`config.mk`:
```
export PLATFORM = sky130hd
export DESIGN_NAME = rd_steer
export DESIGN_NICKNAME = d
export VERILOG_FILES = /design/src/common/sdram_pkg.sv /design/src/design/rd_steer.sv
export SDC_FILE = /design/constraint.sdc
export NUM_CORES = 1
export LEC_CHECK = 0
export BUFFER_PORTS_ARGS = -buffer_cell sky130_fd_sc_hd__buf_2
export CORE_MARGIN = 4
export CORE_UTILIZATION = 41
export CTS_CLUSTER_DIAMETER = 80
export CTS_CLUSTER_SIZE = 14
export DETAILED_ROUTE_END_ITERATION = 6
export PLACE_DENSITY_LB_ADDON = 0.1
export SETUP_SLACK_MARGIN = 0.2
export SLEW_MARGIN = 5
export SYNTH_ARGS = -nofsm -noshare
export SYNTH_HDL_FRONTEND = slang
export SYNTH_SLANG_ARGS = --single-unit
```
`constraint.sdc`:
```
create_clock -name VB -period 1.2 [get_ports VB]
set_input_delay 0.24 -clock VB [delete_from_list [all_inputs] [get_ports VB]]
set_output_delay 0.24 -clock VB [all_outputs]
set_load 0.02 [all_outputs]
```
`src/common/sdram_pkg.sv`:
```
// ~~~~~~~~~~~~~~~~~~~~~~~~~~~~~~~~~~~~~~
// SDRAM router shared definitions
// Widths, client slots and the SDRAM data word
// ~~~~~~~~~~~~~~~~~~~~~~~~~~~~~~~~~~~~~~
`default_nettype none

package sdram_pkg;

    // Word address width of one SDRAM bank
    localparam int sdram_aw = 22;

    typedef logic [sdram_aw-1:0] sdram_addr_t;
    typedef logic [15:0]         half_t;

    // Data select, active low, bit 1 is the upper byte
    typedef logic [1:0] byte_mask_t;

    // Graphics reads the whole word
    // CPU and DMA take one 16-bit half, index 0 is the low half
    typedef union packed {
        logic [31:0] full;
        half_t [1:0] halves;
    } sdram_word_t;

    // Client slots on bank 0
    localparam int cl_ram  = 0;
    localparam int cl_vram = 1;

    // Client slots on bank 2
    localparam int cl_gfx0 = 0;
    localparam int cl_gfx1 = 1;

endpackage

`default_nettype wire

```
`src/design/rd_steer.sv`:
```
// ~~~~~~~~~~~~~~~~~~~~~~~~~~~~~~~~~~~~~~
// Read data latch and ok flag per client
// ~~~~~~~~~~~~~~~~~~~~~~~~~~~~~~~~~~~~~~
`timescale 1ns/1ps
`default_nettype none

module rd_steer #(
    parameter bit WIDE = 1'b0
) (
    input  logic                   VB,
    input  logic                   rst_n,
    input  logic                   new_req,
    input  logic                   done,
    input  logic                   half_sel,
    input  sdram_pkg::sdram_word_t data_read,
    output sdram_pkg::sdram_word_t data,
    output logic                   ok
);

    always_ff @(posedge VB) begin
        if (done) begin
            if (WIDE) begin
                data.full <= data_read.full;
            end else begin
                // Narrow clients see their half in the low bits
                data.halves[1] <= '0;
                data.halves[0] <= data_read.halves[half_sel];
            end
        end
    end

    // A new or dropped request wins over a late done
    always_ff @(posedge VB or negedge rst_n) begin
        if (!rst_n) begin
            ok <= 1'b0;
        end else if (new_req) begin
            ok <= 1'b0;
        end else if (done) begin
            ok <= 1'b1;
        end
    end

endmodule

`default_nettype wire

```
==> run summary <==
Number of clock sinks = 17
Via count of the first global-routing pass = 473
Buffers and inverters on the worst path = 1
DR WL/cell = 11.7 um
Gate Count Post-Synth = 53
Library cell occupying the most area in the post-synthesis netlist = edfxtp_1
Total Nets Final = 148
Worst hold path class = in -> reg
Crit path kind = reg -> out
First-pass GRT wire length = 2.01 mm
CTS tree = built
Crit path time final = 1090 ps
Width of the die = 54.5 um
Highest signal layer in the routed design = met4
Endpoint kind of the worst setup timing path = primary output
Internal power component = 1010 uW
Total grt overflow = 0
Outcome = complete, no violations
Sw Share = 26.8%
Met1 wire length = 489 um
Final clock skew = 0 ps
Number of clock buffers inserted by TritonCTS = 3
Worst-skew pair later-pin latency = 280 ps
Pleak = 0.000598 uW
Sequential share of power = 52.8%
Final wirelength = 1.61 mm
Final cell area excluding filler cells = 1230 um2
Port bufs = 53
Avg Vias per Cell = 4.08
Worst vdd rail ir drop = 0.490 mV
Placed instance count = 131
Clock slew at reported path FFs = 100 ps
Finished Layout Cells = 137
Max FO, Critical Path = 1
Metal3 WL = 212 um
Util after Layout = 61.3%
Setup-violating endpoint count in the final report = 0
Cell Chain, Critical Path = buf_6
Total I/O pin count = 70
Net switching component of the power = 371 uW
Die area = 2980 um2
Maximum clock path buffer count = 2
Routability congestion estimate from global placement = 0.615
Pins Over Slew Limit = 0
Largest net degree at the start of global routing = 18
Antenna violations before repair = 0
Highest-delay cell along the critical path = edfxtp_1
Netlist cell types = 9
Fin Setup TNS = 0 ps
Clk Tree Root Cell = clkbuf_4
#FFs+latches synth = 17
Sequential share of the synthesized area = 56.9%
Leading cell types by total area after synthesis = edfxtp_1, mux2_4, buf_4, mux2_2, dfrtp_1
PD cells = 1130 nW/um2
Number of nets still failing antenna checks after routing = 0
Overall Global Routing Usage = 10.1%
Mapped Area = 888 um2
Number of DRC violations after detailed routing = 0
Iteration-0 DRC Markers = 5
Overall die height = 54.5 um
Category of cells accounting for the largest share of critical-path delay = flip-flops
Avg Synthesized Cell Area = 16.8 um2
Sort of element at the start of the critical path = flop
Number of antenna repair diodes = 0
Pre-Repair DR Iteration Count = 3
Final hold viol count = 0
Worst stage delay on the critical path = 420 ps
CORE AREA = 2000 um2
Starting utilization of the core area = 44.4%
Achievable frequency = 914 MHz
Fraction of final layout cells with drive strength greater than 1 = 69.1%
Met2 WL post-DR = 883 um
Fraction of power consumed by the clock network = 21.3%
Routed via count = 559
Area of placed instances = 1110 um2
Combinational power share = 25.9%
Half-perimeter wire length after placement = 1.27 mm
Final critical-path share of the clock period = 91.1%
Layout overhead on the synthesized area = 38.0%
Unrepaired setup endpoints after global routing = true
CP required = 960 ps
H-tree levels = 1
Fraction of post-synthesis cell area in the top cell type by area = 54.1%
Warnings from Yosys = 0
Max-capacitance violation count = 0
Total number of placement rows = 16
Arr. time, crit path = 850 ps
final cells by class:
| type | instances | area, um2 |
|---|---|---|
| multi-input cells | 33 | 288 |
| fillers | 173 | 776 |
| clock buffers | 3 | 22.5 |
| well taps | 27 | 33.8 |
| flip-flops and latches | 17 | 505 |
| clock inverters | 1 | 5.00 |
| repair buffers | 56 | 372 |
path summary, 6_finish.rpt:
| check | from | end | slack (ps) | cells past startpoint |
|---|---|---|---|---|
| max in group asynchronous | rst_n | ok$_DFFE_PN0P_ | 870 | 2 |
| min in group asynchronous | rst_n | ok$_DFFE_PN0P_ | 250 | 2 |
| worst min register to register | ok$_DFFE_PN0P_ | ok$_DFFE_PN0P_ | 610 | 2 |
| worst max-delay path | data[0]$_DFFE_PP_ | data[0] | 110 | 1 |
| worst min-delay path | new_req | ok$_DFFE_PN0P_ | 190 | 2 |
| worst max register to register | ok$_DFFE_PN0P_ | ok$_DFFE_PN0P_ | 390 | 2 |
state kept, by name (all words and copies together) (netlist names):
| signal | cells |
|---|---|
| data | 16 |
| ok | 1 |
Yosys cell counts:
library cell / number
conb_1: 1
dfrtp_1: 1
o21ba_2: 1
buf_6: 1
mux2_2: 6
edfxtp_1: 16
buf_12: 1
buf_4: 16
mux2_4: 10
power by group through the flow:
stage          Clock, uW  Combinational [uW]  Sequential, uW
6_report             296                 359             731
5_1_grt              337                 382             735
4_1_cts              310                 330             724
3_5_place_dp           0                 317             736
3_3_place_gp           0                 314             734
2_1_floorplan          0                 168             810
worst register-to-register path, stage by stage, from the launching register on:
cell and delay [ps]:
dfrtp_1 400, buf_4 130, o21ba_2 180
stage by stage:
stage	hold slack [ps]	total power, uW	setup slack (ps)
2_1_floorplan	-55.6	978	168
3_3_place_gp	16.0	1050	103
3_5_place_dp	15.9	1050	86.7
4_1_cts	177	1360	100
5_1_grt	179	1450	67.5
6_report	187	1390	106
cells by family after synthesis:
group / synth area share (%)
buf+inv: 17.0
flops: 56.9
mux: 24.5
compound gates: 1.13
other cells: 0.422
layer usage:
metal | global-route usage (%) | vias to the layer above
li1 | - | 273
met1 | 10.3 | 247
met2 | 17.7 | 37
met3 | 2.18 | 2
met4 | 7.47 | 0
met5 | 0 | -
cells in the final DEF, fill, tap and decap left out:
cell | synthesis | final
conb_1 | 1 | 16
edfxtp_1 | 16 | 16
o21ba_2 | 1 | 1
buf_6 | 1 | 11
buf_2 | 0 | 42
clkbuf_4 | 0 | 3
mux2_4 | 10 | 10
buf_4 | 16 | 1
clkinv_2 | 0 | 1
dlygate4sd3_1 | 0 | 1
mux2_2 | 6 | 6
dfrtp_1 | 1 | 1
buf_12 | 1 | 1
timing repair:
action | CTS | global route
hold buffers | 1 | 0
buffers inserted | 1 | 0
setup endpoints to repair | 17 | 17
resized for setup | 4 | 18
hold endpoints to repair | 1 | 0
No activity file was read; power rests on OpenSTA's default activity.
