### src/common/sdram_pkg.sv
// ~~~~~~~~~~~~~~~~~~~~~~~~~~~~~~~~~~~~~~
// SDRAM router shared definitions
// Widths, client slots and the SDRAM data word
// ~~~~~~~~~~~~~~~~~~~~~~~~~~~~~~~~~~~~~~
`default_nettype none

package sdram_pkg;

    // Word address width of one SDRAM bank
    localparam int sdram_aw = 22;

    typedef logic [sdram_aw-1:0] sdram_addr_t;
    typedef logic [15:0]         half_t;

    // Data select, active low, bit 1 is the upper byte
    typedef logic [1:0] byte_mask_t;

    // Graphics reads the whole word
    // CPU and DMA take one 16-bit half, index 0 is the low half
    typedef union packed {
        logic [31:0] full;
        half_t [1:0] halves;
    } sdram_word_t;

    // Client slots on bank 0
    localparam int cl_ram  = 0;
    localparam int cl_vram = 1;

    // Client slots on bank 2
    localparam int cl_gfx0 = 0;
    localparam int cl_gfx1 = 1;

endpackage

`default_nettype wire

### src/design/req_capture.sv
// ~~~~~~~~~~~~~~~~~~~~~~~~~~~~~~~~~~~~~~
// Request capture for one memory client
// Detects new requests and maps the address into bank words
// ~~~~~~~~~~~~~~~~~~~~~~~~~~~~~~~~~~~~~~
`timescale 1ns/1ps
`default_nettype none

module req_capture #(
    parameter sdram_pkg::sdram_addr_t BANK_OFFSET = '0,
    parameter bit                     WIDE        = 1'b0,
    parameter int                     AW          = 17
) (
    input  logic                   VB,
    input  logic                   rst_n,
    input  logic                   cs,
    input  logic [AW-1:0]          addr,
    input  logic                   rnw,
    input  sdram_pkg::half_t       din,
    input  sdram_pkg::byte_mask_t  dsn,
    input  logic                   done,
    output logic                   req,
    output logic                   new_req,
    output sdram_pkg::sdram_addr_t req_addr,
    output logic                   half_sel,
    output logic                   req_wr,
    output sdram_pkg::half_t       req_din,
    output sdram_pkg::byte_mask_t  req_mask
);

    logic                   last_cs;
    logic [AW-1:0]          last_addr;
    logic                   last_rnw;
    sdram_pkg::half_t       last_din;
    sdram_pkg::byte_mask_t  last_dsn;
    logic                   again;
    logic                   changed;
    logic                   start;
    logic                   issue;
    logic [AW-1:0]          src_addr;
    sdram_pkg::sdram_addr_t word_addr;

    // Write data only counts on writes
    assign changed = addr != last_addr || rnw != last_rnw ||
                     (!rnw && (din != last_din || dsn != last_dsn));
    assign start   = cs && (!last_cs || changed);

    // Start now if idle, else replay the newest capture once the bank is done
    assign issue   = (start && (!req || done)) || (done && again);

    // Data is stale when cs dropped or a newer request is queued
    assign new_req = start || (last_cs && !cs) || (done && (again || !cs));

    assign src_addr  = start ? addr : last_addr;
    assign word_addr = (WIDE ? sdram_pkg::sdram_addr_t'(src_addr)
                             : sdram_pkg::sdram_addr_t'(src_addr >> 1)) + BANK_OFFSET;

    always_ff @(posedge VB or negedge rst_n) begin
        if (!rst_n) begin
            last_cs <= 1'b0;
            req     <= 1'b0;
            again   <= 1'b0;
        end else begin
            last_cs <= cs;
            if (issue) begin
                req <= 1'b1;
            end else if (done) begin
                req <= 1'b0;
            end
            if (start && req && !done) begin
                again <= 1'b1;
            end else if (done) begin
                again <= 1'b0;
            end
        end
    end

    always_ff @(posedge VB) begin
        if (start) begin
            last_addr <= addr;
            last_rnw  <= rnw;
            last_din  <= din;
            last_dsn  <= dsn;
        end
        // Held stable while the bank works on it
        if (issue) begin
            req_addr <= word_addr;
            half_sel <= WIDE ? 1'b0 : src_addr[0];
            req_wr   <= start ? !rnw : !last_rnw;
            req_din  <= start ? din : last_din;
            req_mask <= start ? dsn : last_dsn;
        end
    end

endmodule

`default_nettype wire

### config.mk
export PLATFORM = sky130hd
export DESIGN_NAME = req_capture
export DESIGN_NICKNAME = d
export VERILOG_FILES = /design/src/common/sdram_pkg.sv /design/src/design/req_capture.sv
export SDC_FILE = /design/constraint.sdc
export NUM_CORES = 1
export LEC_CHECK = 0
export ABC_AREA = 1
export BUFFER_PORTS_ARGS = -buffer_cell sky130_fd_sc_hd__buf_2
export CAP_MARGIN = 20
export CORE_ASPECT_RATIO = 0.5
export CORE_UTILIZATION = 40
export DETAILED_ROUTE_END_ITERATION = 10
export PLACE_DENSITY = 0.66
export SLEW_MARGIN = 10
export SYNTH_ARGS = -nofsm -noshare
export SYNTH_HDL_FRONTEND = slang
export SYNTH_SLANG_ARGS = --single-unit
### constraint.sdc
create_clock -name VB -period 2.4 [get_ports VB]
set_clock_uncertainty 0.15 [all_clocks]
set_input_delay 0.12 -clock VB [delete_from_list [all_inputs] [get_ports VB]]
set_output_delay 0.12 -clock VB [all_outputs]
set_load 0.05 [all_outputs]
==> results by group <==
Global route
  – Largest net degree at the start of global routing: 35
  – Via count of the first global-routing pass: about 2,400
  – Number of antenna violations at the first check in global routing: 0
  – Wire length of the first global-routing pass: 11,200 um
  – Overall overflow remaining after global route: 0
  – Total Routing Usage GR: 0.1831

Clock network
  – Master cell of the clock root buffer: sky130_fd_sc_hd__clkbuf_16
  – Insertion delay of the later-clocked pin in the worst-skew pair: 0.33 ns
  – # clock sinks: 75
  – CTS tree: done
  – Number of buffers added by the clock tree synthesis step: 9
  – Clock buffer depth: 2
  – Worst-path clk slew: 0.05 ns
  – Depth of the CTS H-tree: 3

Setup path
  – Nature of the critical path startpoint: input pin
  – Worst Path Arrival: 1.93 ns
  – Crit. End Element: primary output
  – Start-to-end type of the worst setup path: in2out
  – Largest fanout of any net on the critical path: 5
  – Worst EP required: between 2 and 2.5 ns

Timing
  – Highest clock rate: 0.4547 GHz
  – Final Slew Violations: 0
  – Setup-violating endpoint count in the final report: 0
  – Minimum clock period after layout: approximately 2.2 ns
  – Final period util: 0.9163
  – Post-route worst hold slack: about 0.029 ns
  – Unrepaired setup endpoints after global routing: false
  – Final setup TNS: 0 ns
  – Hold Violations, Final: 0
  – PnR worst setup slack: 0.2008 ns

Detailed routing
  – DRC violation count after routing: 0
  – Initial DRT Pass Iterations: 4
  – DRC marker count from the first detailed-route iteration: ~160
  – Average via count per standard cell: ~4.5
  – Final WL: 6816 um
  – Antenna viol nets, final: 0
  – Vias: between 2,000 and 3,000
  – Routed wire length per instance: ~12 um

Final layout
  – Commonest cells after routing, fill and taps aside: sky130_fd_sc_hd__nand2_1 (120), sky130_fd_sc_hd__buf_2 (77), sky130_fd_sc_hd__nand3_1 (43)
  – Post-route standard cell area excluding fillers: approximately 0.0043 sq mm
  – Fraction of layout instances using a drive strength above 1: 0.2213
  – Count of antenna diodes in the layout: 0
  – Synthesis-to-finish area growth: 38.52%
  – Post-Layout Cell Count: approximately 570
  – Most frequent standard cell in the layout excluding fill and tap cells: sky130_fd_sc_hd__nand2_1
  – Fin nets: 505

Floorplanning
  – Die height: 64.37 um
  – Io pins: 84
  – Core outline area: about 0.0074 sq mm
  – Initial Util: 0.4187
  – Width of the die: ~130 um
  – Cell Rows: 22
  – Area of the die: 0.008157 sq mm

Pwr
  – Pint: ~2.6 mW
  – Switching power summed over all nets: roughly 980 uW
  – Proportion of power drawn by combinational gates: 0.180
  – Sequential share of power: 0.431
  – Leakage power summed over all cells: approximately 2.1 nW
  – Switching Share: 0.2755
  – Power per cell area: roughly 830 mW/mm^2
  – Part of the total power dissipated in the clock network: 0.389
  – Peak supply drop: 0.4359 mV

Yosys
  – Warning count from the yosys run: 0
  – Synthesized instance count: 340
  – Cell area after technology mapping: 0.003112 sq mm
  – Portion of the post-synthesis area used by sequential elements: 0.6064
  – Average footprint of a synthesized cell: 9.152 sq um
  – Netlist cell types: 24
  – Synthesis-stage register bit count: 75

Hold path
  – Class of the most critical hold timing path: in2reg

Run
  – Count of maximum capacitance violations: 0

Run status
  – Result of the run: completed

Placed design
  – Worst setup slack before clock tree synthesis: 0.4266 ns
  – Count of buffers from port buffering: just under 80
  – Cell count after placement: around 500
  – Final weighted congestion of routability-driven global placement: around 0.80
  – Instance area at placement: 0.003576 sq mm
  – HPWL after DPL: approximately 4400 um
routing by layer:
metal / share of wire / global-route usage / vias up
li1: - / - / 1321
met4: 0.014 / 0.08482 / 0
met5: 0 / 0 / -
met3: 0.046 / 0.04858 / 10
met2: 0.46 / 0.2907 / 66
met1: 0.48 / 0.2355 / 1130
worst max-delay path: stages:
cell and delay, ns:
sky130_fd_sc_hd__dlygate4sd3_1 0.55, sky130_fd_sc_hd__buf_2 0.14, sky130_fd_sc_hd__nor2_1 0.10, sky130_fd_sc_hd__nor2_1 0.05, sky130_fd_sc_hd__nor2_1 0.09, sky130_fd_sc_hd__nand2_1 0.07, sky130_fd_sc_hd__nor2_1 0.13, sky130_fd_sc_hd__nand2_1 0.07
sky130_fd_sc_hd__nand2_1 0.05, sky130_fd_sc_hd__nand2_1 0.12, sky130_fd_sc_hd__nand2_4 0.13, sky130_fd_sc_hd__nand3_1 0.08, sky130_fd_sc_hd__buf_2 0.22
cell families (layout without fill, tap and decap cells):
| group | Yosys count | after routing | synth area share |
|---|---|---|---|
| buf+inv | 47 | 172 | 0.07599 |
| other cells | 1 | 6 | 0.001205 |
| compound gates | 2 | 2 | 0.004020 |
| simple gates | 196 | 196 | 0.2590 |
| xor+xnor | 19 | 19 | 0.05348 |
| flops | 75 | 75 | 0.6064 |
through the flow:
stage	util	total power [mW]
2_1_floorplan	-	1.998
3_3_place_gp	0.4811	2.148
3_5_place_dp	0.4811	2.152
4_1_cts	0.5753	3.593
5_1_grt	0.5800	3.723
6_report	0.5800	3.572
synthesized netlist by cell type, drive strengths merged:
master  instances  area, sq um
nand2         122        460.5
nand3          43        215.2
edfxtp         37         1111
dfxtp          35        700.7
inv            29        108.9
nor2           25        93.84
buf            16        120.1
xor2           11        96.34
xnor2           8        70.07
dfrtp           3        75.07
clkbuf          2        7.510
nor3            2        10.01
or2             2        12.52
conb            1        3.750
nand3b          1        7.510
nand4           1        6.260
o21ai           1        5.000
o21bai          1        7.510
worst paths after layout:
check                      depth (start not counted)             startpoint                     to  slack (ns)
max reg2reg                                       10    last_din[2]$_DFF_P_     half_sel$_DFFE_PP_        0.43
min reg2reg                                        2  last_addr[13]$_DFF_P_  last_addr[13]$_DFF_P_        0.33
max                                               13                 din[0]                new_req        0.20
min in group asynchronous                          3                  rst_n      again$_DFFE_PN0P_        0.53
max in group asynchronous                          3                  rst_n      last_cs$_DFF_PN0_        1.41
min                                                3                     cs    last_din[4]$_DFF_P_        0.03
sequential cells by signal (all words and copies together) (netlist names), 2 cells and up:
register	count
last_addr	17
last_din	16
req_addr	16
req_din	16
last_dsn	2
req_mask	2
final cells by class:
type | instances | area (sq um)
fillers | 653 | 3122
flip-flops and latches | 75 | 1887
multi-input cells | 223 | 1015
repair buffers | 127 | 870.8
clock buffers | 10 | 229.0
well taps | 96 | 120.1
inverters | 29 | 108.9
clock inverters | 6 | 80.08
power groups by stage:
stage	clock network [mW]	logic, mW	registers, mW
finish	1.39	0.642	1.54
global route	1.47	0.696	1.55
CTS	1.42	0.638	1.54
detailed placement	0	0.587	1.56
global placement	0	0.585	1.56
floorplan	0	0.220	1.78
timing repair:
action	4_1_cts	5_1_grt
hold buffers	39	0
buffers inserted	0	4
hold endpoints to repair	66	0
resized for setup	0	1
endpoints found under the setup margin	0	1
Note: power is estimated with default switching activity, not from simulation.
